<file path="src/rs_pkg.sv">
package rs_pkg;

// Reservation station geometry
localparam int rs_entries = 4;
localparam int num_srcs   = 2;

// Dispatch and issue field widths
localparam int rob_id_w = 5;
localparam int xlen     = 32;
localparam int opc_w    = 6;

// Occupancy has to count from zero up to a full station
localparam int occ_w = $clog2(rs_entries + 1);

// APB register map
localparam int apb_addr_w = 4;

localparam logic [apb_addr_w-1:0] ctrl_addr   = 4'h0;
localparam logic [apb_addr_w-1:0] status_addr = 4'h4;
localparam logic [apb_addr_w-1:0] count_addr  = 4'h8;

// Bit 0 of the control register
localparam int ctrl_issue_en_bit = 0;

// Entry index
typedef logic [$clog2(rs_entries)-1:0] t_entry_sel;

// Register view of the second source field
typedef struct packed {
    logic [xlen-rob_id_w-2:0] pad;
    logic                     from_rob;
    logic [rob_id_w-1:0]      robid;
} t_src2_reg;

// Second source as dispatched, src2_is_imm picks the view
typedef union packed {
    t_src2_reg         reg_ref;
    logic [xlen-1:0]   imm;
} t_src2_field;

endpackage
</file>
<file path="src/rs_top.sv">
`timescale 1ns/1ns

module rs_top (
    input  logic                          clk,
    input  logic                          reset,
    input  logic                          alloc_valid,
    input  logic [rs_pkg::opc_w-1:0]      alloc_opcode,
    input  logic [rs_pkg::rob_id_w-1:0]   alloc_robid,
    input  logic                          src1_from_rob,
    input  logic [rs_pkg::rob_id_w-1:0]   src1_robid,
    input  logic                          src2_is_imm,
    input  rs_pkg::t_src2_field           src2_field,
    input  logic [rs_pkg::xlen-1:0]       rd_data1,
    input  logic [rs_pkg::xlen-1:0]       rd_data2,
    output logic                          alloc_ready,
    input  logic                          rob_valid,
    input  logic [rs_pkg::rob_id_w-1:0]   rob_robid,
    input  logic [rs_pkg::xlen-1:0]       rob_result,
    output logic                          issue_valid,
    output logic [rs_pkg::opc_w-1:0]      issue_opcode,
    output logic [rs_pkg::rob_id_w-1:0]   issue_robid,
    output logic [rs_pkg::xlen-1:0]       issue_src1,
    output logic [rs_pkg::xlen-1:0]       issue_src2,
    input  logic                          issue_ready,
    input  logic                          psel,
    input  logic                          penable,
    input  logic                          pwrite,
    input  logic [rs_pkg::apb_addr_w-1:0] paddr,
    input  logic [rs_pkg::xlen-1:0]       pwdata,
    output logic [rs_pkg::xlen-1:0]       prdata,
    output logic                          pready
);

import rs_pkg::*;

logic [rs_entries-1:0] ent_valid;
logic [rs_entries-1:0] ent_req;
logic [rs_entries-1:0] ent_grant;
logic [rs_entries-1:0] ent_alloc;
logic [opc_w-1:0]      ent_opcode [rs_entries];
logic [rob_id_w-1:0]   ent_robid  [rs_entries];
logic [xlen-1:0]       ent_src1   [rs_entries];
logic [xlen-1:0]       ent_src2   [rs_entries];
t_entry_sel            issue_sel;
logic                  issue_fire;
logic                  issue_enable;

for (genvar e = 0; e < rs_entries; e++) begin : g_entry
    rs_entry u_entry (
        .clk           (clk),
        .reset         (reset),
        .alloc         (ent_alloc[e]),
        .alloc_opcode  (alloc_opcode),
        .alloc_robid   (alloc_robid),
        .src1_from_rob (src1_from_rob),
        .src1_robid    (src1_robid),
        .src2_is_imm   (src2_is_imm),
        .src2_field    (src2_field),
        .rd_data1      (rd_data1),
        .rd_data2      (rd_data2),
        .rob_valid     (rob_valid),
        .rob_robid     (rob_robid),
        .rob_result    (rob_result),
        .grant         (ent_grant[e]),
        .valid         (ent_valid[e]),
        .req           (ent_req[e]),
        .entry_opcode  (ent_opcode[e]),
        .entry_robid   (ent_robid[e]),
        .entry_src1    (ent_src1[e]),
        .entry_src2    (ent_src2[e])
    );
end

rs_slot_select u_select (
    .clk          (clk),
    .reset        (reset),
    .req          (ent_req),
    .valid        (ent_valid),
    .issue_enable (issue_enable),
    .issue_ready  (issue_ready),
    .alloc_valid  (alloc_valid),
    .grant        (ent_grant),
    .alloc_onehot (ent_alloc),
    .alloc_ready  (alloc_ready),
    .issue_valid  (issue_valid),
    .issue_sel    (issue_sel),
    .issue_fire   (issue_fire)
);

rs_csr_apb u_csr (
    .clk          (clk),
    .reset        (reset),
    .psel         (psel),
    .penable      (penable),
    .pwrite       (pwrite),
    .paddr        (paddr),
    .pwdata       (pwdata),
    .prdata       (prdata),
    .pready       (pready),
    .valid        (ent_valid),
    .issue_fire   (issue_fire),
    .issue_enable (issue_enable)
);

// Issue payload straight from the selected entry
assign issue_opcode = ent_opcode[issue_sel];
assign issue_robid  = ent_robid[issue_sel];
assign issue_src1   = ent_src1[issue_sel];
assign issue_src2   = ent_src2[issue_sel];

endmodule

</file>
<file path="src/rs_csr_apb.sv">
`timescale 1ns/1ns

module rs_csr_apb (
    input  logic                          clk,
    input  logic                          reset,
    input  logic                          psel,
    input  logic                          penable,
    input  logic                          pwrite,
    input  logic [rs_pkg::apb_addr_w-1:0] paddr,
    input  logic [rs_pkg::xlen-1:0]       pwdata,
    output logic [rs_pkg::xlen-1:0]       prdata,
    output logic                          pready,
    input  logic [rs_pkg::rs_entries-1:0] valid,
    input  logic                          issue_fire,
    output logic                          issue_enable
);

import rs_pkg::*;

logic            apb_wr;
logic [occ_w-1:0] occupancy;
logic [xlen-1:0] issue_count;

// No wait states
assign pready = 1'b1;

// Writes land in the access phase
assign apb_wr = psel && penable && pwrite;

always_ff @(posedge clk) begin
    if (reset) begin
        issue_enable <= 1'b1;
        issue_count  <= '0;
    end else begin
        if (apb_wr && paddr == ctrl_addr) begin
            issue_enable <= pwdata[ctrl_issue_en_bit];
        end
        // Clear wins over a same-cycle issue
        if (apb_wr && paddr == count_addr) begin
            issue_count <= '0;
        end else if (issue_fire) begin
            issue_count <= issue_count + 1'b1;
        end
    end
end

// Number of busy entries
always_comb begin
    occupancy = '0;
    for (int i = 0; i < rs_entries; i++) begin
        occupancy = occupancy + occ_w'(valid[i]);
    end
end

always_comb begin
    prdata = '0;
    case (paddr)
        ctrl_addr:   prdata[ctrl_issue_en_bit] = issue_enable;
        status_addr: prdata = xlen'(occupancy);
        count_addr:  prdata = issue_count;
        default:     prdata = '0;
    endcase
end

endmodule

</file>
<file path="src/rs_slot_select.sv">
`timescale 1ns/1ns

module rs_slot_select (
    input  logic                          clk,
    input  logic                          reset,
    input  logic [rs_pkg::rs_entries-1:0] req,
    input  logic [rs_pkg::rs_entries-1:0] valid,
    input  logic                          issue_enable,
    input  logic                          issue_ready,
    input  logic                          alloc_valid,
    output logic [rs_pkg::rs_entries-1:0] grant,
    output logic [rs_pkg::rs_entries-1:0] alloc_onehot,
    output logic                          alloc_ready,
    output logic                          issue_valid,
    output rs_pkg::t_entry_sel            issue_sel,
    output logic                          issue_fire
);

import rs_pkg::*;

t_entry_sel rr_ptr;
t_entry_sel scan_idx;
t_entry_sel pick_sel;
logic       pick_found;
logic       hold;
t_entry_sel hold_sel;
logic       free_found;

// First requester at or after the round-robin pointer
always_comb begin
    pick_found = 1'b0;
    pick_sel   = rr_ptr;
    scan_idx   = rr_ptr;
    for (int i = 0; i < rs_entries; i++) begin
        scan_idx = t_entry_sel'(rr_ptr + i);
        if (!pick_found && req[scan_idx]) begin
            pick_found = 1'b1;
            pick_sel   = scan_idx;
        end
    end
end

// A stalled issue keeps pointing at the same entry until it is taken
assign issue_sel   = hold ? hold_sel : pick_sel;
assign issue_valid = issue_enable && (hold || pick_found);
assign issue_fire  = issue_valid && issue_ready;

always_comb begin
    for (int i = 0; i < rs_entries; i++) begin
        grant[i] = issue_fire && (issue_sel == t_entry_sel'(i));
    end
end

always_ff @(posedge clk) begin
    if (reset) begin
        rr_ptr <= '0;
        hold   <= 1'b0;
    end else begin
        hold <= issue_valid && !issue_ready;
        if (issue_fire) begin
            rr_ptr <= t_entry_sel'(issue_sel + 1'b1);
        end
    end
end

always_ff @(posedge clk) begin
    if (issue_valid) begin
        hold_sel <= issue_sel;
    end
end

// Lowest idle entry takes the next dispatch
always_comb begin
    free_found   = 1'b0;
    alloc_onehot = '0;
    for (int i = 0; i < rs_entries; i++) begin
        if (!valid[i] && !free_found) begin
            alloc_onehot[i] = alloc_valid;
            free_found      = 1'b1;
        end
    end
end

assign alloc_ready = !(&valid);

endmodule

</file>
<file path="src/rs_entry.sv">
`timescale 1ns/1ns

module rs_entry (
    input  logic                        clk,
    input  logic                        reset,
    input  logic                        alloc,
    input  logic [rs_pkg::opc_w-1:0]    alloc_opcode,
    input  logic [rs_pkg::rob_id_w-1:0] alloc_robid,
    input  logic                        src1_from_rob,
    input  logic [rs_pkg::rob_id_w-1:0] src1_robid,
    input  logic                        src2_is_imm,
    input  rs_pkg::t_src2_field         src2_field,
    input  logic [rs_pkg::xlen-1:0]     rd_data1,
    input  logic [rs_pkg::xlen-1:0]     rd_data2,
    input  logic                        rob_valid,
    input  logic [rs_pkg::rob_id_w-1:0] rob_robid,
    input  logic [rs_pkg::xlen-1:0]     rob_result,
    input  logic                        grant,
    output logic                        valid,
    output logic                        req,
    output logic [rs_pkg::opc_w-1:0]    entry_opcode,
    output logic [rs_pkg::rob_id_w-1:0] entry_robid,
    output logic [rs_pkg::xlen-1:0]     entry_src1,
    output logic [rs_pkg::xlen-1:0]     entry_src2
);

import rs_pkg::*;

typedef enum logic {
    IDLE,
    VALID
} t_ent_state;

t_ent_state state;

logic [num_srcs-1:0] src_ready;
logic                src2_from_rob;
logic [rob_id_w-1:0] src2_robid;
logic [xlen-1:0]     src2_data;

always_ff @(posedge clk) begin
    if (reset) begin
        state <= IDLE;
    end else begin
        case (state)
            IDLE:    if (alloc) state <= VALID;
            VALID:   if (grant) state <= IDLE;
            default: state <= IDLE;
        endcase
    end
end

assign valid = (state == VALID);

// Static micro-op fields
always_ff @(posedge clk) begin
    if (alloc) begin
        entry_opcode <= alloc_opcode;
        entry_robid  <= alloc_robid;
    end
end

// Second source decode, immediate goes in as ready data
always_comb begin
    if (src2_is_imm) begin
        src2_from_rob = 1'b0;
        src2_robid    = '0;
        src2_data     = src2_field.imm;
    end else begin
        src2_from_rob = src2_field.reg_ref.from_rob;
        src2_robid    = src2_field.reg_ref.robid;
        src2_data     = rd_data2;
    end
end

rs_reg_trk u_trk_src1 (
    .clk        (clk),
    .reset      (reset),
    .alloc      (alloc),
    .from_rob   (src1_from_rob),
    .robid      (src1_robid),
    .rd_data    (rd_data1),
    .rob_valid  (rob_valid),
    .rob_robid  (rob_robid),
    .rob_result (rob_result),
    .ready      (src_ready[0]),
    .src_data   (entry_src1)
);

rs_reg_trk u_trk_src2 (
    .clk        (clk),
    .reset      (reset),
    .alloc      (alloc),
    .from_rob   (src2_from_rob),
    .robid      (src2_robid),
    .rd_data    (src2_data),
    .rob_valid  (rob_valid),
    .rob_robid  (rob_robid),
    .rob_result (rob_result),
    .ready      (src_ready[1]),
    .src_data   (entry_src2)
);

assign req = valid && (&src_ready);

endmodule

</file>
<file path="src/rs_reg_trk.sv">
`timescale 1ns/1ns

module rs_reg_trk (
    input  logic                        clk,
    input  logic                        reset,
    input  logic                        alloc,
    input  logic                        from_rob,
    input  logic [rs_pkg::rob_id_w-1:0] robid,
    input  logic [rs_pkg::xlen-1:0]     rd_data,
    input  logic                        rob_valid,
    input  logic [rs_pkg::rob_id_w-1:0] rob_robid,
    input  logic [rs_pkg::xlen-1:0]     rob_result,
    output logic                        ready,
    output logic [rs_pkg::xlen-1:0]     src_data
);

import rs_pkg::*;

logic [rob_id_w-1:0] wait_id;
logic                alloc_hit;
logic                wait_hit;

// Broadcast against the id being allocated right now
assign alloc_hit = rob_valid && (rob_robid == robid);

// Broadcast against the id we are already parked on
assign wait_hit = rob_valid && (rob_robid == wait_id);

always_ff @(posedge clk) begin
    if (reset) begin
        ready <= 1'b0;
    end else if (alloc) begin
        // Register or immediate data is ready at once, so is a same-cycle wakeup
        ready <= !from_rob || alloc_hit;
    end else if (!ready && wait_hit) begin
        ready <= 1'b1;
    end
end

always_ff @(posedge clk) begin
    if (alloc) begin
        wait_id  <= robid;
        src_data <= from_rob ? rob_result : rd_data;
    end else if (!ready && wait_hit) begin
        src_data <= rob_result;
    end
end

endmodule

</file>
<file path="config.mk">
export PLATFORM = sky130hd
export DESIGN_NAME = rs_top
export DESIGN_NICKNAME = d
export VERILOG_FILES = /design/src/rs_pkg.sv /design/src/rs_top.sv /design/src/rs_csr_apb.sv /design/src/rs_slot_select.sv /design/src/rs_entry.sv /design/src/rs_reg_trk.sv
export SDC_FILE = /design/constraint.sdc
export NUM_CORES = 1
export LEC_CHECK = 0
export BUFFER_PORTS_ARGS = -buffer_cell sky130_fd_sc_hd__buf_2
export CAP_MARGIN = 20
export CELL_PAD_IN_SITES_DETAIL_PLACEMENT = 0
export CELL_PAD_IN_SITES_GLOBAL_PLACEMENT = 2
export CORE_MARGIN = 5
export CORE_UTILIZATION = 40
export CTS_BUF_LIST = sky130_fd_sc_hd__clkbuf_4 sky130_fd_sc_hd__clkbuf_8
export CTS_CLUSTER_SIZE = 14
export DETAILED_ROUTE_END_ITERATION = 8
export PLACE_DENSITY_LB_ADDON = 0.1
export SETUP_SLACK_MARGIN = 0.1
export SYNTH_ARGS = -nofsm -noshare
export SYNTH_HDL_FRONTEND = slang
export SYNTH_SLANG_ARGS = --single-unit
</file>
<file path="constraint.sdc">
create_clock -name clk -period 7.2 [get_ports clk]
set_input_delay 1.44 -clock clk [delete_from_list [all_inputs] [get_ports clk]]
set_output_delay 1.44 -clock clk [all_outputs]
set_load 0.02 [all_outputs]
</file>
==> Word-level counts from Yosys, hierarchy flattened <==
Index checks and enable logic that the tools add are counted.
{ "totals": {"regBits": 390, "inputBits": 195, "wordCells": 238} }
{ "op_classes": {"n_addsub": 8, "order_cmp": 5, "n_eq_ne": 15, "n_mux": 86, "n_bitwise": 5, "reduce_logical": 78} }
{ "ops": {"columns": ["operator", "count"], "rows": [
  ["32-bit two-way mux", 23],
  ["32-bit binary-select mux with 2-bit select", 2],
  ["31-bit one-hot mux with 2 select lines", 1],
  ["5-bit equality test", 10],
  ["1-bit two-way mux", 40],
  ["1-bit logical AND", 39],
  ["32-bit by 1-bit adder with 32-bit output (second input constant)", 1],
  ["1-bit zero test", 20],
  ["2-bit nonzero test", 8],
  ["5-bit two-way mux", 3],
  ["6-bit binary-select mux with 2-bit select", 1],
  ["2-bit by 3-bit less-than comparator with 1-bit output (second input constant)", 4],
  ["6-bit two-way mux", 2],
  ["5-bit binary-select mux with 2-bit select", 1],
  ["1-bit binary-select mux with 2-bit select", 4],
  ["2-bit two-way mux", 4],
  ["1-bit one-hot mux with 2 select lines", 4],
  ["2-bit AND reduction", 4],
  ["3-bit by 1-bit adder with 3-bit output", 2],
  ["2-bit by 1-bit adder with 2-bit output (second input constant)", 2],
  ["2-bit adder (second input constant)", 2],
  ["2-bit equality test (second input constant)", 2],
  ["4-bit by 3-bit equality test with 1-bit output (second input constant)", 1],
  ["4-bit equality test (second input constant)", 1],
  ["11 further kinds", 16]
]} }

==> Logic depth before layout (Yosys ltp) <==
{ "depth": {"depth_word": 20, "ltp_mapped": 9} }

==> Hierarchy <==
A second synthesis with hierarchy kept.
{ "hier_totals": {"hier_cells": 1393, "area_unflattened_um2": 21280.4} }
{ "by_module_without_submodules": {"columns": ["mod", "instances", "cells_per_inst", "area_each_um2", "seq_area_each_um2"], "rows": [
  ["rs_reg_trk", 8, 97, 1695.4, 1131.1],
  ["rs_entry", 4, 58, 863.3, 350.3],
  ["rs_csr_apb", 1, 227, 1898.1, 660.6],
  ["rs_top", 1, 91, 1809.2, 0.0],
  ["rs_slot_select", 1, 67, 556.8, 120.1]
]} }

==> Least setup slack after synthesis <==
Ideal clock, no wire load.
{ "synth_path": {"path_type": "input -> register", "from": "in rob_robid[0] (netlist name)", "to": "reg g_entry[0].u_entry.u_trk_src2.src_data[0] (netlist name), enable pin", "arrival_time_ns": 5.405, "setup_slack_ns": 1.281, "path_stages": 4, "n_path_buf": 1, "path_cell_list": "clkbuf_1 xnor2_1 nand4_1 o41ai_1"} }
{ "synth_between": {"elab_chain_cells": 4} }
{ "synth_lines": {"columns": ["item", "line_no", "rtl"], "rows": [
  ["start, declared", "rs_top.sv:17", "input logic [rs_pkg::rob_id_w-1:0] rob_robid,"],
  ["5-bit equality test", "rs_reg_trk.sv:27", "assign wait_hit = rob_valid && (rob_robid == wait_id);"],
  ["1-bit logical AND", "rs_reg_trk.sv:27", null],
  ["1-bit logical AND", "rs_reg_trk.sv:44", "end else if (!ready && wait_hit) begin"],
  ["2-bit nonzero test (no line)", null, null],
  ["end signal, assigned", "rs_reg_trk.sv:43", "src_data <= from_rob ? rob_result : rd_data;"],
  ["end signal, assigned", "rs_reg_trk.sv:45", "src_data <= rob_result;"],
  ["end, declared", "rs_reg_trk.sv:14", "output logic [rs_pkg::xlen-1:0] src_data"]
]} }
Every way passes these cells.
A chain may end at the register's enable or synchronous reset.

==> Worst setup path after layout <==
{ "layout_path": {"from": "reg g_entry[0].u_entry.state", "to": "out issue_src1[31] (netlist name)"} }
{ "layout_between": {"elab_chain_cells": 18, "elab_cells_between_ends": 26, "cone_classes": "mux (18); bitwise (1); reduce/logical (7)"} }
{ "layout_lines": {"columns": ["item", "line_no", "rtl"], "rows": [
  ["start, declared", "rs_entry.sv:34", "t_ent_state state;"],
  ["start signal, assigned", "rs_entry.sv:43", "state <= IDLE;"],
  ["start signal, assigned", "rs_entry.sv:46", "IDLE: if (alloc) state <= VALID;"],
  ["start signal, assigned", "rs_entry.sv:47", "VALID: if (grant) state <= IDLE;"],
  ["1-bit logical AND *", "rs_entry.sv:104", "assign req = valid && (&src_ready);"],
  ["1-bit binary-select mux with 2-bit select", "rs_slot_select.sv:36", "if (!pick_found && req[scan_idx]) begin"],
  ["1-bit two-way mux (implied by the code)", "rs_slot_select.sv:36", null],
  ["1-bit two-way mux", "rs_slot_select.sv:36", null],
  ["1-bit zero test", "rs_slot_select.sv:36", null],
  ["1-bit logical AND", "rs_slot_select.sv:36", null],
  ["1-bit two-way mux", "rs_slot_select.sv:36", null],
  ["1-bit zero test", "rs_slot_select.sv:36", null],
  ["1-bit logical AND", "rs_slot_select.sv:36", null],
  ["1-bit two-way mux", "rs_slot_select.sv:36", null],
  ["1-bit zero test", "rs_slot_select.sv:36", null],
  ["1-bit logical AND", "rs_slot_select.sv:36", null],
  ["2-bit two-way mux *", "rs_slot_select.sv:36", null],
  ["2-bit two-way mux *", "rs_slot_select.sv:44", "assign issue_sel = hold ? hold_sel : pick_sel;"],
  ["2-bit NOT with 3-bit output (implied by the code) *", "rs_top.sv:108", "assign issue_src1 = ent_src1[issue_sel];"],
  ["32-bit binary-select mux with 2-bit select *", "rs_top.sv:108", null],
  ["32-bit two-way mux (implied by the code) * (2 in a row)", "rs_top.sv:108", null],
  ["end, declared", "rs_top.sv:22", "output logic [rs_pkg::xlen-1:0] issue_src1,"]
]} }
Every way passes the cells marked *; elsewhere a longest branch is shown, timed or not. The select of a mux whose other input is x is not followed.

==> flow_summary.yaml <==
outcome:
  status: "finished, final reports clean"
clocking:
  cts.sinks: 390
  cts_inserted_buffers: 72
  cts-resized-gates: 0
  postCtsSetupBuffers: 0
  cts_root_buffer: "clkbuf_8"
  cts.clk_slew.worst_paths_ns: 0.06
  clk_path_buf_depth: 3
  hold_buffers: 0
  cts_max_level: 3
  clk_latency_ns: 0.64
  cts_tree: "yes"
die:
  die_area_um2: 54010
  die_h_um: 232.4
  start_util_pct: 40.42
  core_um2: 48950
  die_w_um: 232.4
  num_rows: 81
  ios: 305
logic_synthesis:
  ys_ff_latch: 390
  synthCells: 1616
  syn_nets: 1817
  synth_top_flop_cell: "edfxtp_1"
  async_flop_share_pct: 0
  synthesis.area_um2: 19790
  synth_seq_area_share_pct: 56.76
  synth-edff-count: 342
  synthDistinctLibCells: 75
  yosysWarnings: 0
  syn_avg_cell_area_um2: 12.24
timing:
  worst_slew_pin_slew_ns: 1.076
  fin_tns_setup_ns: 0
  setup-violations-final: 0
  fin_crit_ns: 5.331
  min_period_over_period_pct: 74.05
  finClkSkew_ns: 0.02623
  rsz0062_at_grt: "no"
  fmax_ghz: 0.1876
  hold_violations: 0
  slew_violations: 0
  relSlewSlack_pct: 28.26
drt:
  wl_met1_mm: 24.04
  drt_wl_total_mm: 55.54
  wl_met2_mm: 27.54
  avgViaCountPerCell: 5.241
  highest-signal-layer: "met4"
  drtPass1Iterations: 4
  drt_iter0_drc: 774
  dr_wl_met3_mm: 2.838
  wire_per_inst_um: 21.55
  ant_nets: 0
  vias: 13511
  drc: 0
global_routing:
  grt_max_degree: 82
  grt_util_all_layers_pct: 20.32
  overflow: 0
  grt_pass1_wl_mm: 83.50
  grt_pass1_vias: 13739
  antenna_found_initial: 5
cells_and_area:
  regArea_um2: 11230
  multi_input_area_um2: 7920
  nNetsFinal: 2064
  finish.utilization_pct: 47.23
  drive_above_1_share_pct: 29.61
  nFillCells: 4545
  syn2layout_area_growth_pct: 16.86
setup_path:
  max_stage_delay_ns: 0.70
  cp_max_fo: 40
  crit_chain: "and3_1 -> or3_1 -> a311o_1 -> o2111ai_2 -> inv_4 -> buf_4 -> mux2i_1 -> buf_2"
  crit_arrival_ns: 3.89
  startpoint_type: "flip-flop"
  critPathCaptureType: "output port"
  required_ns: 5.76
  critical_path_class: "reg2out"
  critical-path-slowest-cell: "inv_4"
power:
  power_leakage_uw: 0.009444
  fin_total_pwr_uw: 5433
  worst_ir_drop_vdd_mv: 0.1056
  p_per_area_nw_per_um2: 235.0
placement:
  globalplace.congestion: 0.7901
  portBuffers: 272
  dpl.hpwl_mm: 35.99
worst_hold_path:
  hp-class: "reg2reg"
run:
  drv_cap: 0
metrics by stage:
stage          hold slack (ns)  std cells  worst slack [ns]  instance area, µm²
6_report                0.4910       2578             1.869               23120
4_1_cts                 0.4972       2572             1.737               23110
2_1_floorplan           0.4536       1616             1.281               19790
5_1_grt                 0.5307       2576             1.647               23120
3_5_place_dp            0.4871       2453             2.459               21710
3_3_place_gp            0.4645       2453             2.512               21710
cells in the mapped netlist (7+ instances only):
| library cell | n | area share [%] |
|---|---|---|
| clkbuf_2 | 31 | 0.78 |
| nor2_1 | 80 | 1.5 |
| dfxtp_1 | 48 | 4.9 |
| clkbuf_1 | 49 | 0.93 |
| xor2_1 | 18 | 0.80 |
| mux2i_1 | 258 | 13 |
| and2_1 | 33 | 1.0 |
| mux2_2 | 119 | 6.8 |
| buf_2 | 26 | 0.66 |
| or3_1 | 11 | 0.35 |
| mux2_1 | 9 | 0.51 |
| xnor2_1 | 22 | 0.97 |
| nor2b_1 | 7 | 0.22 |
| nand2_1 | 153 | 2.9 |
| nand3_1 | 16 | 0.40 |
| nand4_1 | 14 | 0.44 |
| buf_1 | 15 | 0.28 |
| o21ai_0 | 137 | 3.5 |
| edfxtp_1 | 342 | 52 |
| nor3_1 | 7 | 0.18 |
| a211oi_1 | 12 | 0.46 |
| o22ai_1 | 9 | 0.28 |
| inv_1 | 27 | 0.51 |
| a21oi_1 | 61 | 1.5 |
sequential cells by signal, summed over array words and instances (netlist names):
name	flops
g_entry.u_entry.u_trk_src2.wait_id	20
u_select.hold_sel	2
g_entry.u_entry.u_trk_src2.ready	4
u_csr.issue_enable	1
g_entry.u_entry.u_trk_src1.wait_id	20
g_entry.u_entry.valid	4
g_entry.u_entry.u_trk_src2.src_data	128
u_csr.issue_count	32
u_select.rr_ptr	2
g_entry.u_entry.u_trk_src1.src_data	128
g_entry.u_entry.entry_opcode	24
g_entry.u_entry.entry_robid	20
g_entry.u_entry.u_trk_src1.ready	4
u_select.hold	1
path summary, 6_finish.rpt:
path                                  startpoint                                                    to  slack [ns]  cells after the start
max          g_entry[0].u_entry.valid$_SDFF_PP0_                                        issue_src1[31]        1.87                      8
min           u_csr.issue_count[24]$_SDFFE_PP0N_                    u_csr.issue_count[24]$_SDFFE_PP0N_        0.49                      2
max reg2reg  g_entry[0].u_entry.valid$_SDFF_PP0_  g_entry[3].u_entry.u_trk_src1.src_data[24]$_DFFE_PP_        3.93                      7
min reg2reg   u_csr.issue_count[24]$_SDFFE_PP0N_                    u_csr.issue_count[24]$_SDFFE_PP0N_        0.49                      2
critical path, delay by kind of cell, from the launching register on:
| family | cells | cell delay [ns] |
|---|---|---|
| buffers and inverters | 3 | 1.48 |
| DFF | 1 | 0.50 |
| and+or+nand+nor | 2 | 0.46 |
| AOI/OAI and AO/OA | 2 | 0.41 |
| muxes | 1 | 0.37 |
metal layers:
| metal | track usage, % | vias up |
|---|---|---|
| li1 | - | 6522 |
| met1 | 26.27 | 6570 |
| met2 | 34.57 | 337 |
| met3 | 4.454 | 82 |
| met4 | 5.539 | 0 |
| met5 | 1.471 | - |
logic make-up (layout without fill, tap and decap cells):
family / after synthesis / count (layout) / share of synthesized area (%)
other: 1 / 7 / 0.01895
xor gates and xnor gates: 40 / 40 / 1.771
and+or+nand+nor: 347 / 347 / 8.310
AOI/OAI and AO/OA: 284 / 284 / 8.670
adders and majority gates: 6 / 6 / 0.4174
muxes: 386 / 386 / 20.34
DFF: 390 / 390 / 56.76
buffers and inverters: 162 / 454 / 3.712
cell type report:
| type | instances | area share (%) |
|---|---|---|
| Inverter | 32 | 0.5303 |
| Tap cell | 664 | 3.593 |
| Clock buffer | 107 | 5.666 |
| Sequential cell | 390 | 48.57 |
| Antenna cell | 6 | 0.06494 |
| Multi-Input combinational cell | 1064 | 34.26 |
| Clock inverter | 12 | 0.3680 |
| Timing Repair Buffer | 303 | 6.948 |
cells in the final DEF, fill, tap and decap left out, types with 4 or more instances in the layout:
cell	synthesis	final
clkbuf_4	0	26
a31oi_1	4	4
nand3_1	16	15
o21ai_0	137	134
o2111ai_1	5	5
edfxtp_1	342	342
o31ai_1	6	5
nor2_1	80	77
and2_1	33	33
dfxtp_1	48	48
xnor2_1	22	22
buf_4	4	30
xor2_1	18	18
or3_1	11	10
buf_2	26	272
a211oi_1	12	12
a21oi_1	61	61
nand2_1	153	151
nor2b_1	7	7
a41o_1	4	4
diode_2	0	6
and4_1	4	4
clkbuf_8	0	81
a2111oi_0	4	4
clkinv_1	3	9
nor3_1	7	7
and3_1	5	5
mux2_2	119	119
ha_1	5	5
inv_1	27	27
o22ai_1	9	9
mux2_1	9	9
mux2i_1	258	258
nand4_1	14	14
a31o_2	4	4
power by group:
part	internal (µW)	switching, µW
combinational	278	481
clock	1190	903
sequential	2560	25.6
total	4020	1410
No activity file was read; power rests on OpenSTA's default activity.
